==> src/rtl/rv_decode_pkg.sv <==
package rv_decode_pkg;

    // RV32I major opcodes
    localparam logic [6:0] LUI_OP    = 7'b0110111;
    localparam logic [6:0] AUIPC_OP  = 7'b0010111;
    localparam logic [6:0] JAL_OP    = 7'b1101111;
    localparam logic [6:0] JALR_OP   = 7'b1100111;
    localparam logic [6:0] BRANCH_OP = 7'b1100011;
    localparam logic [6:0] LOAD_OP   = 7'b0000011;
    localparam logic [6:0] STORE_OP  = 7'b0100011;
    localparam logic [6:0] I_TYPE_OP = 7'b0010011;
    localparam logic [6:0] R_TYPE_OP = 7'b0110011;
    localparam logic [6:0] SYSTEM_OP = 7'b1110011;

    // Queue entries, also the fetch credits at reset
    localparam int unsigned QUEUE_DEPTH = 4;
    localparam int unsigned QUEUE_PTR_W = $clog2(QUEUE_DEPTH);
    localparam int unsigned QUEUE_CNT_W = $clog2(QUEUE_DEPTH + 1);

    // Execute-side credits at reset
    localparam int unsigned EX_CREDITS  = 2;
    localparam int unsigned EX_CREDIT_W = $clog2(EX_CREDITS + 1);

    typedef enum logic [2:0] {
        I_TYPE       = 3'b000,
        B_TYPE       = 3'b001,
        S_TYPE       = 3'b010,
        U_TYPE       = 3'b011,
        J_TYPE       = 3'b100,
        SHAMT_TYPE   = 3'b101,
        CSR_TYPE     = 3'b110,
        DEFAULT_TYPE = 3'b111
    } imm_type_e;

    // Standard RISC-V instruction formats, MSB first
    typedef struct packed {
        logic [6:0] funct7;
        logic [4:0] rs2;
        logic [4:0] rs1;
        logic [2:0] funct3;
        logic [4:0] rd;
        logic [6:0] opcode;
    } r_fmt_t;

    typedef struct packed {
        logic [11:0] imm_11_0;
        logic [4:0]  rs1;
        logic [2:0]  funct3;
        logic [4:0]  rd;
        logic [6:0]  opcode;
    } i_fmt_t;

    typedef struct packed {
        logic [6:0] imm_11_5;
        logic [4:0] rs2;
        logic [4:0] rs1;
        logic [2:0] funct3;
        logic [4:0] imm_4_0;
        logic [6:0] opcode;
    } s_fmt_t;

    typedef struct packed {
        logic       imm_12;
        logic [5:0] imm_10_5;
        logic [4:0] rs2;
        logic [4:0] rs1;
        logic [2:0] funct3;
        logic [3:0] imm_4_1;
        logic       imm_11;
        logic [6:0] opcode;
    } b_fmt_t;

    typedef struct packed {
        logic [19:0] imm_31_12;
        logic [4:0]  rd;
        logic [6:0]  opcode;
    } u_fmt_t;

    typedef struct packed {
        logic       imm_20;
        logic [9:0] imm_10_1;
        logic       imm_11;
        logic [7:0] imm_19_12;
        logic [4:0] rd;
        logic [6:0] opcode;
    } j_fmt_t;

    // One instruction word, viewed in each format
    typedef union packed {
        r_fmt_t r;
        i_fmt_t i;
        s_fmt_t s;
        b_fmt_t b;
        u_fmt_t u;
        j_fmt_t j;
    } instr_u;

    typedef struct packed {
        logic [31:0] pc;
        instr_u      ir;
    } fetch_pkt_t;

    typedef struct packed {
        logic [31:0] pc;
        logic [4:0]  rd;
        logic [4:0]  rs1;
        logic [4:0]  rs2;
        logic [6:0]  opcode;
        logic [2:0]  funct3;
        logic [6:0]  funct7;
        logic [11:0] csr_addr;
        logic [31:0] imm;
        logic [31:0] rs1_data;
        logic [31:0] rs2_data;
        logic        wr_reg_n;  // 0 means write
        logic        wr_csr_n;  // 0 means write
    } decoded_t;

    typedef struct packed {
        logic        we;
        logic [4:0]  rd;
        logic [31:0] data;
    } wb_t;

endpackage

==> src/rtl/imm_extractor.sv <==
module imm_extractor import rv_decode_pkg::*; (
    input  instr_u      ir,
    input  imm_type_e   imm_type,
    output logic [31:0] imm
);

    always_comb begin
        unique case (imm_type)
            I_TYPE: begin
                imm = {{20{ir.i.imm_11_0[11]}}, ir.i.imm_11_0};
            end
            S_TYPE: begin
                imm = {{20{ir.s.imm_11_5[6]}}, ir.s.imm_11_5, ir.s.imm_4_0};
            end
            B_TYPE: begin
                // Branch offsets are halfword aligned
                imm = {{19{ir.b.imm_12}},
                       ir.b.imm_12,
                       ir.b.imm_11,
                       ir.b.imm_10_5,
                       ir.b.imm_4_1,
                       1'b0};
            end
            U_TYPE: begin
                imm = {ir.u.imm_31_12, 12'b0};
            end
            J_TYPE: begin
                imm = {{11{ir.j.imm_20}},
                       ir.j.imm_20,
                       ir.j.imm_19_12,
                       ir.j.imm_11,
                       ir.j.imm_10_1,
                       1'b0};
            end
            SHAMT_TYPE: begin
                // Shift amount sits in the rs2 slot
                imm = {27'b0, ir.r.rs2};
            end
            CSR_TYPE: begin
                // zimm sits in the rs1 slot, never sign extended
                imm = {27'b0, ir.i.rs1};
            end
            DEFAULT_TYPE: begin
                imm = '0;
            end
        endcase
    end

endmodule

==> src/rtl/inst_queue.sv <==
module inst_queue import rv_decode_pkg::*; (
    input  logic       clk,
    input  logic       rst_n,
    input  logic       in_valid,
    input  fetch_pkt_t in_pkt,
    input  logic       pop,
    output logic       head_valid,
    output fetch_pkt_t head_pkt,
    output logic       fetch_credit
);

    fetch_pkt_t mem [QUEUE_DEPTH];

    logic [QUEUE_PTR_W-1:0] wr_ptr;
    logic [QUEUE_PTR_W-1:0] rd_ptr;
    logic [QUEUE_CNT_W-1:0] count;

    function automatic logic [QUEUE_PTR_W-1:0] next_ptr(input logic [QUEUE_PTR_W-1:0] ptr);
        if (ptr == QUEUE_PTR_W'(QUEUE_DEPTH - 1)) begin
            return '0;
        end
        return ptr + 1'b1;
    endfunction

    // Fetch credits bound the writes to free entries
    always_ff @(posedge clk) begin
        if (in_valid) begin
            mem[wr_ptr] <= in_pkt;
        end
    end

    always_ff @(posedge clk or negedge rst_n) begin
        if (!rst_n) begin
            wr_ptr <= '0;
            rd_ptr <= '0;
            count  <= '0;
        end else begin
            if (in_valid) begin
                wr_ptr <= next_ptr(wr_ptr);
            end
            if (pop) begin
                rd_ptr <= next_ptr(rd_ptr);
            end
            unique case ({in_valid, pop})
                2'b10:   count <= count + 1'b1;
                2'b01:   count <= count - 1'b1;
                default: count <= count;
            endcase
        end
    end

    // One credit back per freed entry, a cycle after the pop
    always_ff @(posedge clk or negedge rst_n) begin
        if (!rst_n) begin
            fetch_credit <= 1'b0;
        end else begin
            fetch_credit <= pop;
        end
    end

    assign head_valid = (count != '0);
    assign head_pkt   = mem[rd_ptr];

endmodule

==> src/rtl/reg_file.sv <==
module reg_file import rv_decode_pkg::*; (
    input  logic        clk,
    input  logic        rst_n,
    input  logic [4:0]  rs1,
    input  logic [4:0]  rs2,
    input  logic        rd_en,
    input  wb_t         wb,
    output logic [31:0] rs1_data,
    output logic [31:0] rs2_data
);

    // x0 has no storage
    logic [31:0] regs [1:31];

    // Zero for x0, bypass for a write on the same edge
    function automatic logic [31:0] read_port(input logic [4:0] addr);
        if (addr == 5'd0) begin
            return '0;
        end
        if (wb.we && (wb.rd == addr)) begin
            return wb.data;
        end
        return regs[addr];
    endfunction

    always_ff @(posedge clk or negedge rst_n) begin
        if (!rst_n) begin
            for (int i = 1; i < 32; i++) begin
                regs[i] <= '0;
            end
        end else if (wb.we && (wb.rd != 5'd0)) begin
            regs[wb.rd] <= wb.data;
        end
    end

    always_ff @(posedge clk or negedge rst_n) begin
        if (!rst_n) begin
            rs1_data <= '0;
            rs2_data <= '0;
        end else if (rd_en) begin
            rs1_data <= read_port(rs1);
            rs2_data <= read_port(rs2);
        end
    end

endmodule

==> src/rtl/id_stage.sv <==
module id_stage import rv_decode_pkg::*; (
    input  logic        clk,
    input  logic        rst_n,
    input  logic        head_valid,
    input  fetch_pkt_t  head_pkt,
    output logic        pop,
    input  logic        ex_credit,
    output imm_type_e   imm_type,
    input  logic [31:0] imm,
    input  logic [31:0] rs1_data,
    input  logic [31:0] rs2_data,
    output logic        dec_valid,
    output decoded_t    dec_pkt
);

    logic [EX_CREDIT_W-1:0] ex_cnt;
    decoded_t               dec_d;
    decoded_t               dec_q;

    function automatic imm_type_e imm_type_from(input logic [6:0] opcode,
                                                input logic [2:0] funct3);
        unique case (opcode)
            LUI_OP, AUIPC_OP:         return U_TYPE;
            JAL_OP:                   return J_TYPE;
            JALR_OP, LOAD_OP:         return I_TYPE;
            BRANCH_OP:                return B_TYPE;
            STORE_OP:                 return S_TYPE;
            // SLLI, SRLI and SRAI carry a shift amount
            I_TYPE_OP: begin
                if ((funct3 == 3'b001) || (funct3 == 3'b101)) begin
                    return SHAMT_TYPE;
                end
                return I_TYPE;
            end
            SYSTEM_OP:                return CSR_TYPE;
            default:                  return DEFAULT_TYPE;
        endcase
    endfunction

    // CSR ops share the SYSTEM opcode with ecall/ebreak, which have funct3 = 0
    function automatic logic is_csr_op(input logic [6:0] opcode, input logic [2:0] funct3);
        return (opcode == SYSTEM_OP) && (funct3 != 3'b000);
    endfunction

    // Whitelist of writers, never x0
    function automatic logic wr_reg_n_ctrl(input logic [6:0] opcode,
                                           input logic [4:0] rd,
                                           input logic [2:0] funct3);
        logic writes;
        writes = (opcode == LUI_OP) || (opcode == AUIPC_OP) ||
                 (opcode == I_TYPE_OP) || (opcode == R_TYPE_OP) ||
                 (opcode == LOAD_OP) || (opcode == JAL_OP) ||
                 (opcode == JALR_OP) || is_csr_op(opcode, funct3);
        return !(writes && (rd != 5'd0));
    endfunction

    assign pop      = head_valid && (ex_cnt != '0);
    assign imm_type = imm_type_from(head_pkt.ir.r.opcode, head_pkt.ir.r.funct3);

    always_comb begin
        dec_d          = '0;
        dec_d.pc       = head_pkt.pc;
        dec_d.rd       = head_pkt.ir.r.rd;
        dec_d.rs1      = head_pkt.ir.r.rs1;
        dec_d.rs2      = head_pkt.ir.r.rs2;
        dec_d.opcode   = head_pkt.ir.r.opcode;
        dec_d.funct3   = head_pkt.ir.r.funct3;
        dec_d.funct7   = head_pkt.ir.r.funct7;
        dec_d.csr_addr = head_pkt.ir.i.imm_11_0;
        dec_d.imm      = imm;
        dec_d.wr_reg_n = wr_reg_n_ctrl(head_pkt.ir.r.opcode, head_pkt.ir.r.rd,
                                       head_pkt.ir.r.funct3);
        dec_d.wr_csr_n = !is_csr_op(head_pkt.ir.r.opcode, head_pkt.ir.r.funct3);
    end

    // Pop and credit return may land on the same edge
    always_ff @(posedge clk or negedge rst_n) begin
        if (!rst_n) begin
            ex_cnt    <= EX_CREDIT_W'(EX_CREDITS);
            dec_valid <= 1'b0;
        end else begin
            dec_valid <= pop;
            unique case ({pop, ex_credit})
                2'b10:   ex_cnt <= ex_cnt - 1'b1;
                2'b01:   ex_cnt <= ex_cnt + 1'b1;
                default: ex_cnt <= ex_cnt;
            endcase
        end
    end

    always_ff @(posedge clk) begin
        if (pop) begin
            dec_q <= dec_d;
        end
    end

    // Operand data was read on the same pop edge
    always_comb begin
        dec_pkt          = dec_q;
        dec_pkt.rs1_data = rs1_data;
        dec_pkt.rs2_data = rs2_data;
    end

endmodule

==> src/rtl/decode_unit.sv <==
module decode_unit import rv_decode_pkg::*; (
    input  logic       clk,
    input  logic       rst_n,
    input  logic       in_valid,
    input  fetch_pkt_t in_pkt,
    output logic       fetch_credit,
    input  wb_t        wb,
    output logic       dec_valid,
    output decoded_t   dec_pkt,
    input  logic       ex_credit
);

    logic        pop;
    logic        head_valid;
    fetch_pkt_t  head_pkt;
    imm_type_e   imm_type;
    logic [31:0] imm;
    logic [31:0] rs1_data;
    logic [31:0] rs2_data;

    inst_queue u_inst_queue (
        .clk          (clk),
        .rst_n        (rst_n),
        .in_valid     (in_valid),
        .in_pkt       (in_pkt),
        .pop          (pop),
        .head_valid   (head_valid),
        .head_pkt     (head_pkt),
        .fetch_credit (fetch_credit)
    );

    imm_extractor u_imm_extractor (
        .ir       (head_pkt.ir),
        .imm_type (imm_type),
        .imm      (imm)
    );

    // Source addresses straight from the queue head
    reg_file u_reg_file (
        .clk      (clk),
        .rst_n    (rst_n),
        .rs1      (head_pkt.ir.r.rs1),
        .rs2      (head_pkt.ir.r.rs2),
        .rd_en    (pop),
        .wb       (wb),
        .rs1_data (rs1_data),
        .rs2_data (rs2_data)
    );

    id_stage u_id_stage (
        .clk        (clk),
        .rst_n      (rst_n),
        .head_valid (head_valid),
        .head_pkt   (head_pkt),
        .pop        (pop),
        .ex_credit  (ex_credit),
        .imm_type   (imm_type),
        .imm        (imm),
        .rs1_data   (rs1_data),
        .rs2_data   (rs2_data),
        .dec_valid  (dec_valid),
        .dec_pkt    (dec_pkt)
    );

endmodule

==> config.mk <==
export PLATFORM = sky130hd
export DESIGN_NAME = decode_unit
export DESIGN_NICKNAME = d
export VERILOG_FILES = /design/src/rtl/rv_decode_pkg.sv /design/src/rtl/imm_extractor.sv /design/src/rtl/inst_queue.sv /design/src/rtl/reg_file.sv /design/src/rtl/id_stage.sv /design/src/rtl/decode_unit.sv
export SDC_FILE = /design/constraint.sdc
export NUM_CORES = 2
export LEC_CHECK = 0
export ABC_AREA = 0
export BUFFER_PORTS_ARGS = -buffer_cell sky130_fd_sc_hd__buf_2
export CAP_MARGIN = 20
export CORE_UTILIZATION = 25
export CTS_BUF_LIST = sky130_fd_sc_hd__clkbuf_4
export CTS_CLUSTER_SIZE = 28
export DETAILED_ROUTE_END_ITERATION = 10
export PLACE_DENSITY_LB_ADDON = 0.25
export SLEW_MARGIN = 5
export SYNTH_ARGS = -nofsm -noshare
export SYNTH_HDL_FRONTEND = slang
export SYNTH_SLANG_ARGS = --single-unit
==> constraint.sdc <==
create_clock -name clk -period 4.7 [get_ports clk]
set_input_delay 0.705 -clock clk [delete_from_list [all_inputs] [get_ports clk]]
set_output_delay 0.705 -clock clk [all_outputs]
set_load 0.05 [all_outputs]
==> metrics.txt <==
max capacitance violation total=0; Port Buffers=~280; post-synthesis compound-gate area fraction=under 10%; Synth Area in XOR/XNOR=less than 1%; Core ar.=about 280000 µm²; share of cells above drive strength 1=between 30% and 40%; vias in the first global route=51.16k; Synth Instances=5335; # IOs=around 280; Worst IR Drop VDD=roughly 0.00049 V; Area growth syn-to-layout=16.17%; relative slew slack=20.75%; placed cell areas=roughly 77000 µm²; # fillers=28.97k; post-route insts no fill=around 9.8k; height of the chip=between 500 and 600 µm; Sum Neg Setup Slack=0 ns; status=complete, no violations; sequential standard cell area=37310 µm²; CTS tree=built; final setup fails=0; RSZ-0062 raised after global routing=false; CP delay by family, top=buffers and inverters; largest family of logic cells by synthesized area=multiplexers; Placer Congestion=~0.8; critical path's slowest cell=o311ai_0; H-Tree Depth=5; CP startpoint=u_inst_queue.rd_ptr[0]$_DFFE_PN0P_; #FFs+latches synth=around 1.4k; Worst path max stage delay=0.68 ns; worst r2r src=u_inst_queue.rd_ptr[0]$_DFFE_PN0P_; CP most frequent cell=mux2i_1; final design instance area without fill=82960 µm²; GRT Total Usage=approximately 18%; Post-DP HPWL=159.5 mm; Crit Path Category=reg2reg; worst-skew pair later-pin latency=1.26 ns; multi-input gate area in the final layout=approximately 32000 µm²; Initial Utilization=about a quarter; clock skew=a little over 0.2 ns; fmax=roughly 260 MHz; Worst Setup Start Kind=flip-flop; Synth Area in Adders=less than 1%; largest net degree at the start of global routing=around 130; Synthesis Warnings=0; CP max FO=86; Cell Rows=between 150 and 200; Util after Layout=between 20% and 30%; gr ovfl total=0; Worst EP required=between 5 and 6 ns; multiplexer share of the synthesized area=between 30% and 40%; Async S/R FF share, synth=around 75%; Die X=about 540 µm; Worst-Margin Slew=1.185 ns; DRT iter0 DRCs=between 3k and 4k; worst path cell trace=buf_4 > mux2i_1 > mux2_4 > inv_16 > buf_12 > mux2i_1 > nor2_1 > o311ai_0 > a31o_1 > o21ai_1; period utilization=between 80% and 90%; Arrival @ worst endpoint=4.92 ns; Post-synth EDFFs=approximately 350; nets=approximately 5.9k; via count=49.51k; clk sinks=between 1k and 1.5k; average cell area after synthesis=~13 µm²; Area contributors post-synth=dfrtp_1, mux2_2, edfxtp_1; syn nets=5449; die area=between 200000 and 300000 µm²; first-pass GRT wire length=roughly 380 mm; Final min period=about 3.8 ns; Pwr Density=around 690 nW/µm²; Hold Violations, Final=0; final wirelength=roughly 270 mm; area leader, netlist=dfrtp_1; count of different cell masters after synthesis=90; leakage=~36 nW; dpl cells=around 9k; Primary FF master, synth=dfrtp_1; total CTS buffers=about 400; Setup crit end kind=flip-flop; initial antenna violation count=47; CP Buf/Inv Count=3; CTS Buffer Depth=4; sequential area share after synthesis=~52%; top-area cell type share of the netlist area=around 37%; Post-Syn Area=~71000 µm²; Wirelength per Cell=about 27 µm; TritonRoute pass-1 iters=5; Hold WC Path Type=in2async; Routed Antenna Nets=0; vias per inst=5.034; drt drc=0; Clock Pin Slew Worst Setup and Hold Paths=about 0.080 ns; simple logic cell fraction of the synthesized area=under 10%; root buffer cell=clkbuf_4; max-slew violation count=0
repair_timing:
item                      4_1_cts  5_1_grt
buffers inserted                0        0
hold buffers                   95        0
hold endpoints to repair     1040        0
gates resized for setup         0        0
cell type report:
class,count,share of cell area (%)
timing repair buffer,548,5.080
multi-input combinational,3401,38.19
antenna,15,0.04525
sequential,1420,44.98
inverter,20,0.1719
clock inverter,103,0.5927
tap,3743,5.645
clock buffer,585,5.294
cells in the final DEF (no fill, tap or decap), drive strengths merged, types with 97 or more instances in the layout:
cell type and n:
buf 453, dfrtp 1065, mux4 157, nand2 441
mux2i 819, nor2 104, o21ai 97, edfxtp 354
nand3 132, clkbuf 585, mux2 1038
stage by stage:
| stage | total power [mW] | worst slack, ns | hold slack (ns) |
|---|---|---|---|
| finish | 57.02 | 0.8582 | 0.1581 |
| global route | 59.88 | 0.6140 | 0.06579 |
| CTS | 57.54 | 0.7737 | 0.001896 |
| detailed placement | 45.78 | 0.6918 | 0.5095 |
| global placement | 45.60 | 0.7420 | 0.5030 |
| floorplan | 36.31 | 0.4131 | 0.4094 |
sequential cells by signal, summed over array words and instances (netlist names):
register              count
u_inst_queue.count        3
u_id_stage.dec_pkt       98
u_inst_queue.rd_ptr       2
u_inst_queue.wr_ptr       2
u_reg_file.rs2_data      32
u_reg_file.regs         992
u_id_stage.dec_valid      1
u_id_stage.ex_cnt         2
u_reg_file.rs1_data      32
u_inst_queue.mem        256
metal layers:
layer | global-route usage [%] | vias up | wire [µm]
li1 | - | 21140 | -
met1 | 23.86 | 25960 | 115600
met2 | 29.17 | 1837 | 123300
met3 | 4.236 | 544 | 18160
met4 | 7.187 | 30 | 10150
met5 | 0 | - | 193
synth_stat cells, types with 35 or more instances:
cell type	count
o21ai_1	79
buf_1	59
a22oi_1	69
buf_6	41
mux2i_1	819
buf_2	95
nand3_1	132
edfxtp_1	354
o22ai_1	54
a32oi_1	44
buf_4	80
nor2_1	100
clkbuf_1	213
mux4_2	157
a21oi_1	51
and3_1	35
nand2_1	437
dfrtp_1	1065
mux2_2	1032
path summary, 6_finish.rpt:
path                                                            end  slack (ns)  depth (start not counted)
worst max-delay path            u_reg_file.rs1_data[31]$_DFFE_PN0P_        0.86                         10
worst min-delay path               u_reg_file.regs[335]$_DFFE_PN0P_        0.16                          2
worst max register to register  u_reg_file.rs1_data[31]$_DFFE_PN0P_        0.86                         10
worst min register to register  u_reg_file.rs2_data[29]$_DFFE_PN0P_        0.52                          2
max in group asynchronous          u_reg_file.regs[484]$_DFFE_PN0P_        3.15                          3
min in group clk                u_reg_file.rs2_data[27]$_DFFE_PN0P_        0.17                          3
logic make-up after synthesis:
kind of cell,count (synthesis)
muxes,2014
adders and majority gates,8
xor gates and xnor gates,17
buffers and inverters,514
DFF,1420
and+or+nand+nor,824
AOI/OAI and AO/OA,538
report_power, final:
part           internal [mW]  switching (mW)
logic                   10.0            17.9
registers               15.8            1.97
clock network           5.77            5.59
worst register-to-register path, stage by stage (launching register included):
cell,delay [ns]
dfrtp_4,0.61
buf_4,0.53
mux2i_1,0.17
mux2_4,0.41
inv_16,0.41
buf_12,0.44
mux2i_1,0.24
nor2_1,0.06
o311ai_0,0.68
a31o_1,0.23
o21ai_1,0.05
(Power assumes the default switching activity.)
